File: src/soc_settings.svh
`ifndef SOC_SETTINGS_SVH
`define SOC_SETTINGS_SVH

// Bus geometry
`define SOC_DATA_W   32    // Data and address width
`define SOC_NR_HOSTS 2     // core_data and dbg_host

// RAM window, kept small for simulation
`define SOC_RAM_START 32'h0010_0000
`define SOC_RAM_SIZE  (16 * 1024)

// Peripheral windows share one page size
`define SOC_GPIO_START  32'h8000_0000
`define SOC_TIMER_START 32'h8000_2000
`define SOC_PERIPH_SIZE (4 * 1024)

// GPIO pin counts
`define SOC_GPI_W 8
`define SOC_GPO_W 16

`endif
File: src/soc_periph_pkg.sv
package soc_periph_pkg;

  // GPIO register map, word offsets within the page
  typedef enum logic {
    gpio_out = 1'b0,
    gpio_in  = 1'b1
  } gpio_reg_e;

  // Timer register map, 32-bit halves of the two 64-bit registers
  typedef enum logic [1:0] {
    mtime_lo,
    mtime_hi,
    mtimecmp_lo,
    mtimecmp_hi
  } timer_reg_e;

endpackage

File: src/soc_bus_pkg.sv
`include "soc_settings.svh"

package soc_bus_pkg;

  // Field widths of the two address views
  localparam int unsigned ram_idx_w     = $clog2(`SOC_RAM_SIZE) - 2;
  localparam int unsigned ram_region_w  = `SOC_DATA_W - ram_idx_w - 2;
  localparam int unsigned periph_idx_w  = $clog2(`SOC_PERIPH_SIZE) - 2;
  localparam int unsigned periph_page_w = `SOC_DATA_W - periph_idx_w - 2;

  typedef enum int {
    core_data = 0,
    dbg_host  = 1
  } bus_host_e;

  typedef enum logic [1:0] {
    dev_ram,
    dev_gpio,
    dev_timer,
    dev_none    // No window hit, answered with an error
  } bus_device_e;

  localparam int unsigned nr_devices = dev_none;

  typedef struct packed {
    logic [ram_region_w-1:0] region;
    logic [ram_idx_w-1:0]    word_idx;
    logic [1:0]              byte_off;
  } ram_addr_t;

  typedef struct packed {
    logic [periph_page_w-1:0] page;
    logic [periph_idx_w-1:0]  reg_idx;
    logic [1:0]               byte_off;
  } periph_addr_t;

  // Same bus address word, seen by RAM or by a register block
  typedef union packed {
    ram_addr_t    ram;
    periph_addr_t periph;
  } soc_addr_u;

endpackage

File: src/soc_timer.sv
`timescale 1ns/1ps
`include "soc_settings.svh"

module soc_timer (
  input  logic                     clk_sys_i,
  input  logic                     rst_sys_ni,
  input  logic                     req_i,
  input  logic                     we_i,
  input  logic [`SOC_DATA_W/8-1:0] be_i,
  input  soc_bus_pkg::soc_addr_u   addr_i,
  input  logic [`SOC_DATA_W-1:0]   wdata_i,
  output logic                     rvalid_o,
  output logic [`SOC_DATA_W-1:0]   rdata_o,
  output logic                     timer_irq_o
);
  import soc_bus_pkg::*;
  import soc_periph_pkg::*;

  timer_reg_e  reg_sel;
  logic [63:0] mtime_q, mtime_d;
  logic [63:0] mtimecmp_q, mtimecmp_d;

  // Byte-wise update of one 32-bit half
  function automatic logic [31:0] be_merge(logic [31:0] old_w, logic [31:0] new_w,
                                           logic [3:0] be);
    logic [31:0] res;
    res = old_w;
    for (int b = 0; b < 4; b++) begin
      if (be[b]) res[8*b +: 8] = new_w[8*b +: 8];
    end
    return res;
  endfunction

  assign reg_sel = timer_reg_e'(addr_i.periph.reg_idx[$bits(timer_reg_e)-1:0]);

  always_comb begin
    mtime_d    = mtime_q + 64'd1;  // Free running, one tick per cycle
    mtimecmp_d = mtimecmp_q;
    if (req_i && we_i) begin
      case (reg_sel)
        mtime_lo:    mtime_d[31:0]     = be_merge(mtime_q[31:0], wdata_i, be_i);
        mtime_hi:    mtime_d[63:32]    = be_merge(mtime_q[63:32], wdata_i, be_i);
        mtimecmp_lo: mtimecmp_d[31:0]  = be_merge(mtimecmp_q[31:0], wdata_i, be_i);
        default:     mtimecmp_d[63:32] = be_merge(mtimecmp_q[63:32], wdata_i, be_i);
      endcase
    end
  end

  always_ff @(posedge clk_sys_i or negedge rst_sys_ni) begin
    if (!rst_sys_ni) begin
      mtime_q     <= '0;
      mtimecmp_q  <= '1;  // Far future, no interrupt
      timer_irq_o <= 1'b0;
      rvalid_o    <= 1'b0;
    end else begin
      mtime_q     <= mtime_d;
      mtimecmp_q  <= mtimecmp_d;
      timer_irq_o <= (mtime_q >= mtimecmp_q);
      rvalid_o    <= req_i;
    end
  end

  always_ff @(posedge clk_sys_i) begin
    if (req_i) begin
      case (reg_sel)
        mtime_lo:    rdata_o <= mtime_q[31:0];
        mtime_hi:    rdata_o <= mtime_q[63:32];
        mtimecmp_lo: rdata_o <= mtimecmp_q[31:0];
        default:     rdata_o <= mtimecmp_q[63:32];
      endcase
    end
  end

endmodule

File: config.mk
export PLATFORM = sky130hd
export DESIGN_NAME = soc_timer
export DESIGN_NICKNAME = d
export VERILOG_FILES = /design/src/soc_periph_pkg.sv /design/src/soc_bus_pkg.sv /design/src/soc_timer.sv
export VERILOG_INCLUDE_DIRS = /design/src
export SDC_FILE = /design/constraint.sdc
export NUM_CORES = 1
export LEC_CHECK = 0
export ABC_AREA = 1
export BUFFER_PORTS_ARGS = -buffer_cell sky130_fd_sc_hd__buf_2
export CORE_MARGIN = 1.5
export CORE_UTILIZATION = 40
export CTS_CLUSTER_SIZE = 10
export DETAILED_ROUTE_END_ITERATION = 16
export SETUP_SLACK_MARGIN = 0.05
export SLEW_MARGIN = 30
export SYNTH_ARGS = -nofsm -noshare
export SYNTH_HDL_FRONTEND = slang
export SYNTH_SLANG_ARGS = --single-unit
File: constraint.sdc
create_clock -name clk_sys_i -period 1.6 [get_ports clk_sys_i]
set_clock_uncertainty 0.2 [all_clocks]
set_input_delay 0.24 -clock clk_sys_i [delete_from_list [all_inputs] [get_ports clk_sys_i]]
set_output_delay 0.24 -clock clk_sys_i [all_outputs]
set_load 0.01 [all_outputs]
==> flow_summary.ini, run 1 <==
[outcome]
run_status = finished with violations
violations = setup timing

[sta]
slew-limit-headroom = 0.651
setup_viol = 61
hold_viol = 0
period_needed_ps = 2060
hold_ws_ps = 25.3
drv_slew = 0
min_period_over_period = 1.28
max_slew.worst_pin.slew_ps = 524
rsz0062_at_grt = yes
setup_ws_ps = -455
max_freq_mhz = 487
tns_ps = -15880

[global_routing]
grt_util_met3 = 0.0497
antenna_found_initial = 0
grt_max_degree = 39
grt_pass1_wl_um = 67800
grt_pass1_vias = 12000
use_met1 = 0.417
grt_use_total = 0.317
grt_overflow = 0
met2_usage = 0.519
grt_busiest_layer = met2

[yosys]
synth.distinct_cells = 40
yosysSeqAreaShare = 0.389
synthTopCellsByArea = nand2_1 17%, dfstp_2 15%, dfrtp_1 15%, edfxtp_1 8.7%, ha_1 7.4%
synth_edf_count = 32
yosysMostFrequentCell = nand2_1
syn_inst = 1534
netlist_top_cells_count = 511 x nand2_1, 201 x inv_1, 149 x nor2_1
avgSynthCellArea_um2 = 7.20
ys_warn_count = 0
netlist.area_leader.share = 0.174
yosys_most_used_dff = dfrtp_1
async_reset_ff_frac = 0.802
ys_ff_latch = 162
synth_top_area_cell = nand2_1
syn_area_mm2 = 0.0110
synth_fp_nets = 1671

[critical_path]
reg2reg_from = mtime_q[19]$_DFFE_PN0P_
worstSetupStartpoint = mtime_q[19]$_DFFE_PN0P_
r2r_cells = 10
rr_endpoint = timer_irq_o$_DFF_PN0_
crit_end = timer_irq_o$_DFF_PN0_
worst_ep_required_time_ps = 1730
path_depth = 10
worst_setup_path_start_kind = flip-flop
crit_arrival_ps = 2190
worstPathCellList = buf_4 > ha_1 > a21oi_1 > nand2_1 > nand2_1 > a21oi_1 > nor2_1 > nand2_2 > nand2_2 > nand2_1
crit_buf_inv = 1
r2r_slack_ps = -460
critPathTopFamily = simple AND/OR/NAND/NOR gates
critPathMostFrequentCell = nand2_1
critPathMaxStageDelay_ps = 420
cpMaxStageDelayCell = dfrtp_1
crit_path_end_kind = flip-flop
crit_type = reg2reg
crit_fanout = 4

[final_layout]
fill_cells = 2281
drive_gt1_frac = 0.446
syn2layout_area_growth_pct = 59.1
antenna_cells = 0
nNetsFinal = 2121
final_area_mm2 = 0.0176

[clock_network]
clk_transition_reported_paths_ps = 80
cts_tree = built
cts_htree_levels = 4
cts_root_buf = clkbuf_16
numClockSinks = 162
clock_latency_ps = 440
clk_path_buf_depth = 2
cts_made_buffers = 17

[die]
die_h_um = 169
start_util = 0.409
die_area_mm2 = 0.0286
rows = 60
dieWidth_um = 169
boundaryPins = 106
coreArea_mm2 = 0.0270

[hold_path]
hold_start = be_i[0]
hold_depth = 3
hold_class = in2reg

[routing]
via_per_inst = 5.26
drt_wl_total_um = 45600
ant_nets = 0
wire_per_inst_um = 19.5
drc = 0
drt_pre_antenna_iters = 5
via_count = 12300
drt_iter0_markers = 1000

[power_and_ir_drop]
irDropWorstVdd_mv = 0.717
p_leak_nw = 8.42
pwr_density_cell_mw_per_mm2 = 1100

[place]
place_area_mm2 = 0.0143
gp_congestion = 0.998
io_buffers = 75
dpl.hpwl_um = 33600

[flow_run]
drv_cap = 0
==> power by group <==
part	leakage, nW	total, mW	internal, mW	switching (mW)
combinational	6.43	8.87	4.09	4.79
clock	0.265	4.20	2.22	1.99
sequential	1.72	6.30	5.40	0.900
==> stage by stage <==
| step | setup slack, ps | util | power (mW) | std cells |
|---|---|---|---|---|
| after floorplan | -122 | - | 9.57 | 1534 |
| after global placement | -528 | 0.527 | 12.7 | 2207 |
| after detailed placement | -566 | 0.527 | 12.8 | 2207 |
| after CTS | -415 | 0.615 | 18.4 | 2312 |
| after global routing | -599 | 0.650 | 20.5 | 2338 |
| final | -455 | 0.650 | 19.4 | 2338 |
==> worst min path at each step <==
stage / end / slack [ps]
floorplan: mtime_q[0]$_DFFE_PN0P_ / -260
global placement: mtime_q[3]$_DFFE_PN0P_ / -30
detailed placement: mtime_q[5]$_DFFE_PN0P_ / -30
CTS: mtime_q[2]$_DFFE_PN0P_ / 10
global route: mtime_q[2]$_DFFE_PN0P_ / 40
finish: mtime_q[2]$_DFFE_PN0P_ / 30
==> layout by cell type (no fill, tap or decap), types with 26 or more instances in the layout <==
cell type and count:
o21ai_0 96, buf_2 74, nand3_1 38, dfstp_2 64
nand2_4 50, edfxtp_1 32, nand2_1 403, nor2_1 64
a21oi_1 28, buf_6 67, nor2_2 33, dfrtp_2 31
o2111ai_1 26, inv_1 187, nand2_2 66, dfrtp_1 35
dlygate4sd3_1 34, ha_1 56, o21ai_1 38, buf_4 268
nor2_4 79
==> flip-flops by register name (all words and copies together), names as in the netlist <==
name and cells:
mtime_q 64, rdata_o 32, timer_irq_o 1, rvalid_o 1, mtimecmp_q 64
==> what timing repair did <==
item	in CTS	in global routing
setup endpoints to repair	67	72
hold buffers	34	0
endpoints found under the hold margin	175	0
gates resized for setup	329	194
pin swaps	99	127
setup buffers	46	39
==> layout make-up <==
cell class	count	area, µm²	area share
clock buffers	20	447	0.0254
clock inverters	12	121	0.00690
inverters	207	792	0.0451
multi-input cells	1129	7500	0.427
flip-flops and latches	162	4330	0.247
well taps	341	427	0.0243
repair buffers	467	3960	0.225
==> per-layer routing <==
| layer | up-vias | share of wire |
|---|---|---|
| met3 | 103 | 0.069 |
| met4 | 0 | 0.042 |
| met1 | 5852 | 0.42 |
| met5 | - | 0 |
| met2 | 463 | 0.47 |
| li1 | 5890 | - |
==> worst reg2reg max path, delay by kind of cell (launching register included) <==
| family | cells | cell delay, ps |
|---|---|---|
| flops | 1 | 420 |
| buf+inv | 1 | 170 |
| simple gates | 6 | 590 |
| fa+ha+maj | 1 | 300 |
| compound gates | 2 | 270 |
==> cells by family (layout without fill, tap and decap cells) <==
family,count (synthesis),count (layout),synth area share
XOR/XNOR,25,25,0.0198
flip-flops,162,162,0.389
buffers and inverters,243,706,0.0846
AND/OR/NAND/NOR,790,790,0.299
adder cells (fa/ha/maj),65,65,0.0736
AO/OA/AOI/OAI,249,249,0.134
No activity file was read; power rests on OpenSTA's default activity.
==> run 2, diff against run 1 <==
Settings changed: ABC_AREA 1 to unset.
==> run 2 against run 1 <==
Effect of this change: the flow still finishes with violations (setup timing); largest power group unchanged; critical path depth is 2 lower; count of clock-buffer cells in the layout is 3 higher; cell area is 14% lower; synthesized area is 10% lower; final cell count is 28% lower.
==> flow_summary.ini, run 2 <==
[outcome]
run_status = finished with violations
violations = setup timing

[yosys]
avgSynthCellArea_um2 = 10.6
netlist_top_cells_count = 77 x nor2_1, 76 x inv_1, 71 x nand2_1
syn_inst = 932
synth_fp_nets = 1069
netlist.area_leader.share = 0.170
yosysMostFrequentCell = nor2_1
synth_top_area_cell = dfstp_2
ys_ff_latch = 162
ys_warn_count = 0
synth.distinct_cells = 72
synthTopCellsByArea = dfstp_2 17%, dfrtp_1 17%, edfxtp_1 9.7%, ha_1 8.2%, mux2_2 7.3%
yosysSeqAreaShare = 0.434
syn_area_mm2 = 0.00989
yosys_most_used_dff = dfrtp_1
synth_edf_count = 32
async_reset_ff_frac = 0.802

[final_layout]
syn2layout_area_growth_pct = 53.6
drive_gt1_frac = 0.550
final_common_cell = buf_4
layout.cells.non_filler = 1674
post-route-util = 0.625
mostFrequentLayoutCells = 227 x buf_4, 76 x inv_1, 74 x buf_2
nNetsFinal = 1474
final_area_mm2 = 0.0152
top_regs = mtime_q: 64 flops, mtimecmp_q: 64 flops, rdata_o: 32 flops
antenna_cells = 0
fill_cells = 1918

[global_routing]
use_met1 = 0.352
grt_max_degree = 36
grt_use_total = 0.262
antenna_found_initial = 0
grt_pass1_vias = 9468
grt_overflow = 0
grt_busiest_layer = met2
grt_pass1_wl_um = 52000
grt_util_met3 = 0.0325
met2_usage = 0.439

[routing]
drt_iter0_markers = 669
wire_per_inst_um = 19.7
drt_wl_total_um = 33000
ant_nets = 0
drt_pre_antenna_iters = 5
via_per_inst = 5.53
drc = 0
via_count = 9265

[clock_network]
clock_latency_ps = 430
cts_root_buf = clkbuf_16
cts_htree_levels = 4
numClockSinks = 162
clk_path_buf_depth = 2
clk_transition_reported_paths_ps = 70
cts_made_buffers = 17
cts_tree = built

[power_and_ir_drop]
p_switching_mw = 6.23
irDropWorstVdd_mv = 0.638
clkPwrFrac = 0.222
internal_power_mw = 12.0
seqPwrFrac = 0.343
p_leak_nw = 6.60
pwr_density_cell_mw_per_mm2 = 1200
total_power_mw = 18.2
p_comb_frac = 0.435
p_sw_frac = 0.342

[sta]
min_period_over_period = 1.48
max_freq_mhz = 422
drv_slew = 0
rsz0062_at_grt = yes
slew-limit-headroom = 0.619
period_needed_ps = 2370
setup_viol = 62
max_slew.worst_pin.slew_ps = 571
hold_viol = 0
setup_ws_ps = -767

[die]
die_h_um = 160
rows = 57
boundaryPins = 106
die_area_mm2 = 0.0257
dieWidth_um = 160
coreArea_mm2 = 0.0243
start_util = 0.407

[place]
place_inst = 1553
dpl.hpwl_um = 24000
io_buffers = 75
gp_congestion = 0.908
place_area_mm2 = 0.0129
place_ws_ps = -1030

[flow_run]
drv_cap = 0

[critical_path]
crit_fanout = 3
critPathTopFamily = simple AND/OR/NAND/NOR gates
crit_path_end_kind = flip-flop
worst_setup_path_start_kind = flip-flop
crit_buf_inv = 2
worst_ep_required_time_ps = 1750
critPathMaxStageDelay_ps = 550
crit_type = reg2reg
worstPathCellList = inv_1 > ha_1 > nand4_1 > buf_4 > or4_4 > nor4_2 > a211oi_2 > o21ai_1
cpMaxStageDelayCell = dfstp_2
crit_arrival_ps = 2520

[hold_path]
hold_class = in2reg
[run 2: what timing repair did]
item | CTS | global route
setup endpoints to repair | 64 | 78
hold endpoints to repair | 199 | 0
resized for setup | 171 | 60
buffers inserted | 45 | 22
hold buffers | 33 | 0
pin swaps | 95 | 52
[run 2: cells by family after synthesis]
kind of cell / share of synthesized area
fa+ha+maj: 0.0822
xor+xnor: 0.00266
compound gates: 0.135
mux: 0.148
flops: 0.434
simple gates: 0.154
buf+inv: 0.0440
[run 2: worst paths after layout]
| check | slack, ps | from | endpoint | depth (start not counted) |
|---|---|---|---|---|
| min in group asynchronous | 110 | rst_sys_ni | timer_irq_o$_DFF_PN0_ | 2 |
| setup reg to reg | -770 | mtimecmp_q[47]$_DFFE_PN1P_ | timer_irq_o$_DFF_PN0_ | 8 |
| max in group asynchronous | 510 | rst_sys_ni | mtimecmp_q[34]$_DFFE_PN1P_ | 3 |
| setup / recovery | -770 | mtimecmp_q[47]$_DFFE_PN1P_ | timer_irq_o$_DFF_PN0_ | 8 |
| hold / removal | 80 | be_i[3] | mtime_q[63]$_DFFE_PN0P_ | 3 |
| hold reg to reg | 410 | mtime_q[20]$_DFFE_PN0P_ | mtime_q[20]$_DFFE_PN0P_ | 2 |
[run 2: power by group through the flow]
stage               registers, mW  clock network, mW  logic [mW]
finish                       6.24               4.05        7.92
global route                 6.36               4.29        8.60
CTS                          6.22               4.13        7.55
detailed placement           6.26                  0        6.51
global placement             6.22                  0        6.37
floorplan                    6.34                  0        3.22
[run 2: area by class of cell]
type,count,area (µm²),share of cell area
clock buffer,23,458,0.0301
sequential,162,4310,0.284
timing repair buffer,420,3520,0.231
tap,324,405,0.0267
multi-input combinational,660,6110,0.402
clock inverter,9,109,0.00716
inverter,76,285,0.0188
[run 2: through the flow]
stage	hold slack, ps	setup TNS [ps]
after CTS	47.8	-27430
after global placement	-7.46	-56890
after floorplan	-256	-18300
after detailed placement	-12.1	-61630
after global routing	108	-33970
final	79.6	-30130
[run 2: metal layers]
| metal | up-vias | share of wire |
|---|---|---|
| li1 | 4343 | - |
| met1 | 4594 | 0.45 |
| met2 | 266 | 0.49 |
| met3 | 62 | 0.040 |
| met4 | 0 | 0.026 |
| met5 | - | 0 |
[run 2: worst register-to-register path, stage by stage (launching register included)]
cell and delay (ps):
dfstp_2 550, inv_1 50, ha_1 320, nand4_1 190, buf_4 200, or4_4 420
nor4_2 180, a211oi_2 100, o21ai_1 80
