==> src/soc_settings.svh <==
`ifndef SOC_SETTINGS_SVH
`define SOC_SETTINGS_SVH

// Bus geometry
`define SOC_DATA_W   32    // Data and address width
`define SOC_NR_HOSTS 2     // core_data and dbg_host

// RAM window, kept small for simulation
`define SOC_RAM_START 32'h0010_0000
`define SOC_RAM_SIZE  (16 * 1024)

// Peripheral windows share one page size
`define SOC_GPIO_START  32'h8000_0000
`define SOC_TIMER_START 32'h8000_2000
`define SOC_PERIPH_SIZE (4 * 1024)

// GPIO pin counts
`define SOC_GPI_W 8
`define SOC_GPO_W 16

`endif
==> src/soc_periph_pkg.sv <==
package soc_periph_pkg;

  // GPIO register map, word offsets within the page
  typedef enum logic {
    gpio_out = 1'b0,
    gpio_in  = 1'b1
  } gpio_reg_e;

  // Timer register map, 32-bit halves of the two 64-bit registers
  typedef enum logic [1:0] {
    mtime_lo,
    mtime_hi,
    mtimecmp_lo,
    mtimecmp_hi
  } timer_reg_e;

endpackage

==> src/soc_bus_pkg.sv <==
`include "soc_settings.svh"

package soc_bus_pkg;

  // Field widths of the two address views
  localparam int unsigned ram_idx_w     = $clog2(`SOC_RAM_SIZE) - 2;
  localparam int unsigned ram_region_w  = `SOC_DATA_W - ram_idx_w - 2;
  localparam int unsigned periph_idx_w  = $clog2(`SOC_PERIPH_SIZE) - 2;
  localparam int unsigned periph_page_w = `SOC_DATA_W - periph_idx_w - 2;

  typedef enum int {
    core_data = 0,
    dbg_host  = 1
  } bus_host_e;

  typedef enum logic [1:0] {
    dev_ram,
    dev_gpio,
    dev_timer,
    dev_none    // No window hit, answered with an error
  } bus_device_e;

  localparam int unsigned nr_devices = dev_none;

  typedef struct packed {
    logic [ram_region_w-1:0] region;
    logic [ram_idx_w-1:0]    word_idx;
    logic [1:0]              byte_off;
  } ram_addr_t;

  typedef struct packed {
    logic [periph_page_w-1:0] page;
    logic [periph_idx_w-1:0]  reg_idx;
    logic [1:0]               byte_off;
  } periph_addr_t;

  // Same bus address word, seen by RAM or by a register block
  typedef union packed {
    ram_addr_t    ram;
    periph_addr_t periph;
  } soc_addr_u;

endpackage

==> src/soc_gpio.sv <==
`timescale 1ns/1ps
`include "soc_settings.svh"

module soc_gpio (
  input  logic                     clk_sys_i,
  input  logic                     rst_sys_ni,
  input  logic                     req_i,
  input  logic                     we_i,
  input  logic [`SOC_DATA_W/8-1:0] be_i,
  input  soc_bus_pkg::soc_addr_u   addr_i,
  input  logic [`SOC_DATA_W-1:0]   wdata_i,
  input  logic [`SOC_GPI_W-1:0]    gp_i,
  output logic                     rvalid_o,
  output logic [`SOC_DATA_W-1:0]   rdata_o,
  output logic [`SOC_GPO_W-1:0]    gp_o
);
  import soc_bus_pkg::*;
  import soc_periph_pkg::*;

  localparam int unsigned data_w = `SOC_DATA_W;

  gpio_reg_e              reg_sel;
  logic [`SOC_GPI_W-1:0]  gp_meta_q;  // First synchronizer stage
  logic [`SOC_GPI_W-1:0]  gp_in_q;

  assign reg_sel = gpio_reg_e'(addr_i.periph.reg_idx[$bits(gpio_reg_e)-1:0]);

  always_ff @(posedge clk_sys_i or negedge rst_sys_ni) begin
    if (!rst_sys_ni) begin
      gp_meta_q <= '0;
      gp_in_q   <= '0;
      gp_o      <= '0;
      rvalid_o  <= 1'b0;
    end else begin
      gp_meta_q <= gp_i;
      gp_in_q   <= gp_meta_q;
      rvalid_o  <= req_i;
      if (req_i && we_i && reg_sel == gpio_out) begin  // gpio_in is read only
        for (int b = 0; b < `SOC_GPO_W / 8; b++) begin
          if (be_i[b]) gp_o[8*b +: 8] <= wdata_i[8*b +: 8];
        end
      end
    end
  end

  always_ff @(posedge clk_sys_i) begin
    if (req_i) begin
      rdata_o <= (reg_sel == gpio_out) ? data_w'(gp_o) : data_w'(gp_in_q);
    end
  end

endmodule

==> config.mk <==
export PLATFORM = sky130hd
export DESIGN_NAME = soc_gpio
export DESIGN_NICKNAME = d
export VERILOG_FILES = /design/src/soc_periph_pkg.sv /design/src/soc_bus_pkg.sv /design/src/soc_gpio.sv
export VERILOG_INCLUDE_DIRS = /design/src
export SDC_FILE = /design/constraint.sdc
export NUM_CORES = 1
export LEC_CHECK = 0
export BUFFER_PORTS_ARGS = -buffer_cell sky130_fd_sc_hd__buf_2
export CORE_MARGIN = 2
export CORE_UTILIZATION = 40
export DETAILED_ROUTE_END_ITERATION = 8
export PLACE_DENSITY = 0.82
export SYNTH_ARGS = -nofsm -noshare
export SYNTH_HDL_FRONTEND = slang
export SYNTH_SLANG_ARGS = --single-unit
==> constraint.sdc <==
create_clock -name clk_sys_i -period 1.2 [get_ports clk_sys_i]
set_clock_uncertainty 0.1 [all_clocks]
set_input_delay 0.24 -clock clk_sys_i [delete_from_list [all_inputs] [get_ports clk_sys_i]]
set_output_delay 0.24 -clock clk_sys_i [all_outputs]
set_load 0.05 [all_outputs]
==> reports/metrics.cfg, run 1 <==
[status]
outcome = finished, violations left
failed_checks = negative setup slack

[final_layout]
nFillCells = 325
utilization_pct = 61.3
nNetsFinal = 276
final_cells = 249
antenna_cells = 0
final_layout_size_suffix_gt1_share_pct = 62.4
area_growth_pct = 46.8

[critical_path]
path_buf_inv = 1
cpPeakStageDelay_ns = 0.43
worstPathMaxFanout = 3
crit_path_start_kind = flip-flop
worstReg2RegEnd = rdata_o[7]$_DFFE_PP_
reg2reg_depth = 2
cp-end-kind = output port
critPathTopFamily = flip-flops
slowest_stage = dfrtp_2
critPathKind = reg -> out
rrSetupSlack_ns = 0.05
critical_path.cell_chain = buf_6
arrival_ns = 0.88
crit_required_ns = 0.86
r2r_start = gp_o[7]$_DFFE_PN0P_
crit_start = gp_o[6]$_DFFE_PN0P_

[floorplanning]
core.rowCount = 24
die_area_mm2 = 0.00510
start_util_pct = 41.8
die_h_um = 71.4
boundaryPins = 129
coreArea_mm2 = 0.00435
die_w_um = 71.4

[synth]
synth_edf_count = 16
ys.flop_type = dfrtp_1
yosys-top-cells-area = dfrtp_1 (45%), edfxtp_1 (26%), mux2_2 (14%), buf_4 (6.6%), nor2b_1 (2.8%)
ys_top_cells_by_count = dfrtp_1 (33), mux2_2 (23), buf_4 (16), edfxtp_1 (16), nor2b_1 (8)
yosysSeqAreaShare_pct = 71.9
ys.warnings.count = 0
synth_cell_type_count = 10
synth.most_common_cell = dfrtp_1
synth_top_area_share_pct = 45.4
yosys.area.top_type = dfrtp_1
syn_area_mm2 = 0.00182
synth_cells = 102
syn_avg_cell_area_um2 = 17.8
async_flop_share_pct = 67.3
synth-seq-cells = 49

[cts]
clock-sinks = 49
cts.path.max_buffers = 2
cts_tree = built
clkSlewWorstSetupHoldPaths_ns = 0.09
clockRootBuffer = clkbuf_8
numCtsBuffers = 5
h-tree-depth = 2
clk_latency_ns = 0.29

[grt]
grt.overflow.total = 0
antenna_found_initial = 0
grtUsageMet2_pct = 27.9
grtUsageMet3_pct = 4.64
grt_use_met1_pct = 15.8
grt.total_usage_pct = 15.0
grt_max_degree = 34
top_usage_layer = met2
grt_pass1_wl_um = 5600
first_global_vias = 1129

[timing]
max_freq_ghz = 0.817
fin_ws_ns = -0.0238
final.min_clock_period_ns = 1.22
drv_slew = 0
setup_tns_ns = -0.0935
rsz0062_at_grt = true
setup_violations = 9
finalHoldViolations = 0
fin_crit_sh_pct = 102

[placement]
portBuffers = 63
placed_cells = 219
pre_cts_ws_ns = -0.0211
hpwl_um = 2270
gp_congestion = 0.733

[routing]
drtIter0Drc = 53
postRouteWirelength_um = 3550
dr.pass1.iters = 4
vias = 1102
antenna_left = 0
detail_route.vias_per_cell = 4.43
drc_errors = 0
routedWlPerCell_um = 14.3

[power]
p_leak_nw = 1.25
ir_worst_vdd_v = 0.000991
p_per_area_mw_per_mm2 = 1770
total_power_mw = 4.71

[min_path]
hold_path_end = gp_o[2]$_DFFE_PN0P_
hold_path.class = in -> reg
min_path_cells = 2
hold_start = wdata_i[2]

[job]
drv_cap = 0

per-layer routing:
metal	part of all wire, %	vias up	routed length, um
met2	57	51	2030
li1	-	508	-
met1	36	539	1270
met4	1.4	0	49
met5	0	-	0
met3	5.7	4	201
where the power goes:
part	internal, mW	switching (mW)	leakage (nW)	total [mW]
sequential	1.97	0.132	0.542	2.10
combinational	0.665	0.978	0.657	1.64
clock	0.467	0.508	0.0512	0.975
cell usage in the layout (no fill, tap or decap), types with 2 or more instances in the layout:
master         instances
buf_4                 17
mux2_2                23
nand4b_4               2
clkbuf_8               6
dfrtp_2                8
buf_2                 30
dfrtp_1               25
dlygate4sd3_1          9
edfxtp_1              16
conb_1                16
buf_6                 33
nor2b_1                8
layout make-up:
cell class                      instances  area (um^2)  share of cell area (%)
Sequential cell                        49         1320                    49.3
Timing Repair Buffer                   90          759                    28.5
Multi-Input combinational cell         50          432                    16.2
Clock buffer                            6         82.6                    3.09
Tap cell                               52         65.1                    2.44
Clock inverter                          2         13.8                   0.516
cell families (layout without fill, tap and decap cells):
group	Yosys count	in the layout	share of synthesized area (%)
flip-flops	49	49	71.9
multiplexers	24	24	15.1
AND/OR/NAND/NOR	10	10	5.37
buffers and inverters	18	98	7.50
other	1	16	0.206
how the worst max path moves through the flow:
stage,depth (start not counted),slack (ns),end
floorplan,3,-0.02,rdata_o[3]$_DFFE_PP_
global placement,3,-0.02,gp_o[9]$_DFFE_PN0P_
detailed placement,3,-0.02,rdata_o[4]$_DFFE_PP_
CTS,1,-0.04,gp_o[6]
global route,1,-0.07,gp_o[6]
finish,1,-0.02,gp_o[6]
per-stage QoR:
step / hold WS, ns / cell area [um^2]
after floorplan: -0.156 / 1880
after global placement: 0.108 / 2180
after detailed placement: 0.113 / 2180
after CTS: 0.0593 / 2630
after global routing: 0.0626 / 2670
final: 0.0719 / 2670
registers in the layout (all words and copies together), names as in the netlist:
register / flops
rdata_o: 16
gp_meta_q: 8
gp_o: 16
rvalid_o: 1
gp_in_q: 8
repair_timing:
| item | CTS | global route |
|---|---|---|
| endpoints found under the hold margin | 41 | 0 |
| pin swaps | 0 | 0 |
| gates resized for setup | 62 | 4 |
| buffers inserted | 10 | 3 |
| endpoints found under the setup margin | 33 | 33 |
| hold buffers | 9 | 0 |
(Power assumes the default switching activity.)
==> run 2, diff against run 1 <==
--- a/config.mk
+++ b/config.mk
@@ -6,11 +6,12 @@
 export SDC_FILE = /design/constraint.sdc
 export NUM_CORES = 1
 export LEC_CHECK = 0
+export ABC_AREA = 1
 export BUFFER_PORTS_ARGS = -buffer_cell sky130_fd_sc_hd__buf_2
 export CORE_MARGIN = 2
 export CORE_UTILIZATION = 40
 export DETAILED_ROUTE_END_ITERATION = 8
-export PLACE_DENSITY = 0.82
+export PLACE_DENSITY = 0.81
 export SYNTH_ARGS = -nofsm -noshare
 export SYNTH_HDL_FRONTEND = slang
 export SYNTH_SLANG_ARGS = --single-unit
==> reports/metrics.cfg, run 2 <==
[status]
failed_checks = negative setup slack
outcome = finished, violations left

[routing]
postRouteWirelength_um = 3940  ; +11%
detail_route.vias_per_cell = 4.49  ; +1.4%
dr.pass1.iters = 4  ; unchanged
vias = 1422  ; +29%
drc_errors = 0  ; unchanged
routedWlPerCell_um = 12.4  ; -13%
antenna_left = 0  ; unchanged
drtIter0Drc = 125  ; +140%

[placement]
portBuffers = 63  ; unchanged
hpwl_um = 2650  ; +17%
pre_cts_ws_ns = -0.0425  ; -0.0214 ns
placed_cell_area_mm2 = 0.00222  ; +1.7%
gp_congestion = 0.806  ; +10%

[power]
total_power_mw = 4.65  ; -1.5%
seqPwrFrac_pct = 43.8  ; -0.7 points
power.switching_mw = 1.55  ; -4.0%
pwr-share-comb_pct = 32.5  ; -2.3 points
p_per_area_mw_per_mm2 = 1690  ; -4.2%
power.share.switching_pct = 33.4  ; -0.90 points
p_leak_nw = 1.42  ; +13%
power_frac_clock_pct = 23.6  ; +2.9 points
ir_worst_vdd_v = 0.000530  ; -47%
intPower_mw = 3.09  ; -0.11%

[synth]
synth_mux_area_share_pct = 0  ; -15 points
async_flop_share_pct = 67.3  ; unchanged
synth_edf_count = 16  ; unchanged
synth_cell_type_count = 13  ; +3
synth-xor-area-share_pct = 0  ; unchanged
syn_area_mm2 = 0.00184  ; +1.4%
ys.flop_type = dfrtp_1
synth_compound_area_share_pct = 0  ; unchanged
synth-seq-cells = 49  ; unchanged
synth_top_family_by_area = simple AND/OR/NAND/NOR gates
syn_avg_cell_area_um2 = 11.2  ; -37%
yosys.area.top_type = dfrtp_1
synthAdderAreaFrac_pct = 0  ; unchanged
yosys-top-cells-area = dfrtp_1 (45%), edfxtp_1 (26%), nand2_1 (12%), buf_4 (6.5%), nand3_1 (4.3%)
ys.warnings.count = 0  ; unchanged
yosysSeqAreaShare_pct = 70.9  ; -0.98 points
ys_top_cells_by_count = nand2_1 (57), dfrtp_1 (33), buf_4 (16), edfxtp_1 (16), nand3_1 (16)
synth_top_area_share_pct = 44.8  ; -0.62 points
synth-simple-area-share_pct = 18.9  ; +14 points
synth_cells = 164  ; +61%
synth.most_common_cell = nand2_1

[cts]
clkSlewWorstSetupHoldPaths_ns = 0.08  ; about the same
cts_tree = built
cts.path.max_buffers = 2  ; unchanged
numCtsBuffers = 5  ; unchanged
h-tree-depth = 2  ; unchanged
clock-sinks = 49  ; unchanged
clockRootBuffer = clkbuf_8
clk_latency_ns = 0.29  ; about the same

[critical_path]
r2r_start = gp_o[8]$_DFFE_PN0P_
slowest_stage = dfrtp_1
critPathKind = reg -> out
crit_required_ns = 0.86  ; about the same
worstPathMaxFanout = 2  ; -1
rrSetupSlack_ns = 0.12  ; +0.07 ns
arrival_ns = 0.87  ; about the same
critPathTopFamily = flip-flops
reg2reg_depth = 4  ; +2
critical_path.cell_chain = buf_6
cpPeakStageDelay_ns = 0.41  ; -0.02 ns
path_buf_inv = 1  ; unchanged
worstReg2RegEnd = rdata_o[8]$_SDFFCE_PP0P_
cp-end-kind = output port
crit_path_start_kind = flip-flop

[final_layout]
nNetsFinal = 344  ; +25%
design_area_mm2 = 0.00275  ; +2.9%
area_growth_pct = 49.0
utilization_pct = 62.6  ; +1.3 points
antenna_cells = 0  ; unchanged
biggestRegsByFlops = gp_o (16), rdata_o (16)
nFillCells = 325  ; unchanged
layout_commonest_cell = nand2_1
final_layout_size_suffix_gt1_share_pct = 37.0  ; -25 points
multi_input_area_um2 = 408  ; -5.5%
regArea_mm2 = 0.00131  ; -0.76%
layout_common_cells = nand2_1 (57), dfrtp_1 (33), buf_6 (33), buf_2 (30), buf_4 (26)

[grt]
grt.overflow.total = 0  ; unchanged
grt_pass1_wl_um = 6320  ; +13%
first_global_vias = 1417  ; +26%
antenna_found_initial = 0  ; unchanged
grt.total_usage_pct = 16.1  ; +1.0 points
grt_max_degree = 34  ; unchanged

[floorplanning]
die_w_um = 71.9  ; +0.65%
start_util_pct = 42.0  ; +0.28 points
die_h_um = 71.9  ; +0.65%
die_area_mm2 = 0.00517  ; +1.3%
boundaryPins = 129  ; unchanged
coreArea_mm2 = 0.00438  ; +0.69%
core.rowCount = 24  ; unchanged

[timing]
setup_violations = 4  ; -5
max_freq_ghz = 0.830  ; +1.6%
final.min_clock_period_ns = 1.21  ; -0.0187 ns
finalHoldViolations = 0  ; unchanged
drv_slew = 0  ; unchanged
fin_crit_sh_pct = 100  ; -1.6 points
rsz0062_at_grt = true
fin_ws_ns = -0.00512  ; +0.0187 ns
hold_slack_ns = 0.0862  ; +0.0143 ns

[job]
drv_cap = 0  ; unchanged

[min_path]
hold_path_end = gp_o[15]$_DFFE_PN0P_
min_path_cells = 3  ; +1
hold_start = wdata_i[15]
hold_path.class = in -> reg

## run 2: cell types whose count changed after synthesis, moves of 3 or more
cell | previous run | this run
nand3_1 | 0 | 16
inv_1 | 0 | 8
mux2_2 | 23 | 0
nor2_1 | 0 | 8
buf_2 | 1 | 4
nand2_1 | 0 | 57
nor2b_1 | 8 | 0
## run 2: cell type report
type | instances | area share, %
Timing Repair Buffer | 99 | 30.1
Tap cell | 52 | 2.37
Multi-Input combinational cell | 100 | 14.9
Inverter | 9 | 1.23
Clock buffer | 6 | 2.64
Clock inverter | 2 | 1.23
Sequential cell | 49 | 47.6
## run 2: logic make-up (layout without fill, tap and decap cells)
family | count (synthesis) | count (layout)
simple gates | 84 | 84
other cells | 1 | 16
buf+inv | 30 | 116
flops | 49 | 49
## run 2: worst max-delay path by stage
stage | startpoint | end | slack (ns) | depth (start not counted)
global route | rdata_o[5]$_DFFE_PP_ | rdata_o[5] | -0.03 | 1
finish | gp_o[1]$_DFFE_PN0P_ | gp_o[1] | -0.005 | 1
CTS | gp_o[3]$_DFFE_PN0P_ | gp_o[3] | -0.01 | 1
floorplan | gp_o[0]$_DFFE_PN0P_ | rdata_o[0]$_DFFE_PP_ | 0.12 | 2
global placement | addr_i[2] | gp_o[5]$_DFFE_PN0P_ | -0.02 | 5
detailed placement | addr_i[2] | gp_o[5]$_DFFE_PN0P_ | -0.04 | 5
## run 2: timing repair
| item | in CTS | in global routing |
|---|---|---|
| gates resized for setup | 57 | 9 |
| setup endpoints to repair | 33 | 33 |
| hold endpoints to repair | 41 | 0 |
| cloned | 0 | 0 |
| buffers inserted | 16 | 1 |
| hold buffers | 9 | 0 |
## run 2: layer usage
| metal | vias up | wire, um | GRT usage (%) |
|---|---|---|---|
| met5 | - | 0 | 0 |
| met4 | 0 | 53 | 6.08 |
| met3 | 5 | 285 | 4.50 |
| met2 | 67 | 2060 | 25.9 |
| met1 | 662 | 1540 | 20.8 |
| li1 | 688 | - | - |
## run 2: power groups by stage
stage | combinational, mW | sequential [mW] | clock (mW)
after floorplan | 0.314 | 2.59 | 0
after global placement | 1.10 | 2.05 | 0
after detailed placement | 1.12 | 2.06 | 0
after CTS | 1.48 | 2.03 | 1.13
after global routing | 1.60 | 2.05 | 1.19
final | 1.51 | 2.04 | 1.10
## run 2: stage by stage
stage          instances  TNS [ns]
6_report             317   -0.0118
5_1_grt              317    -0.523
4_1_cts              316   -0.0428
3_5_place_dp         283    -0.194
3_3_place_gp         283    -0.107
2_1_floorplan        179         0
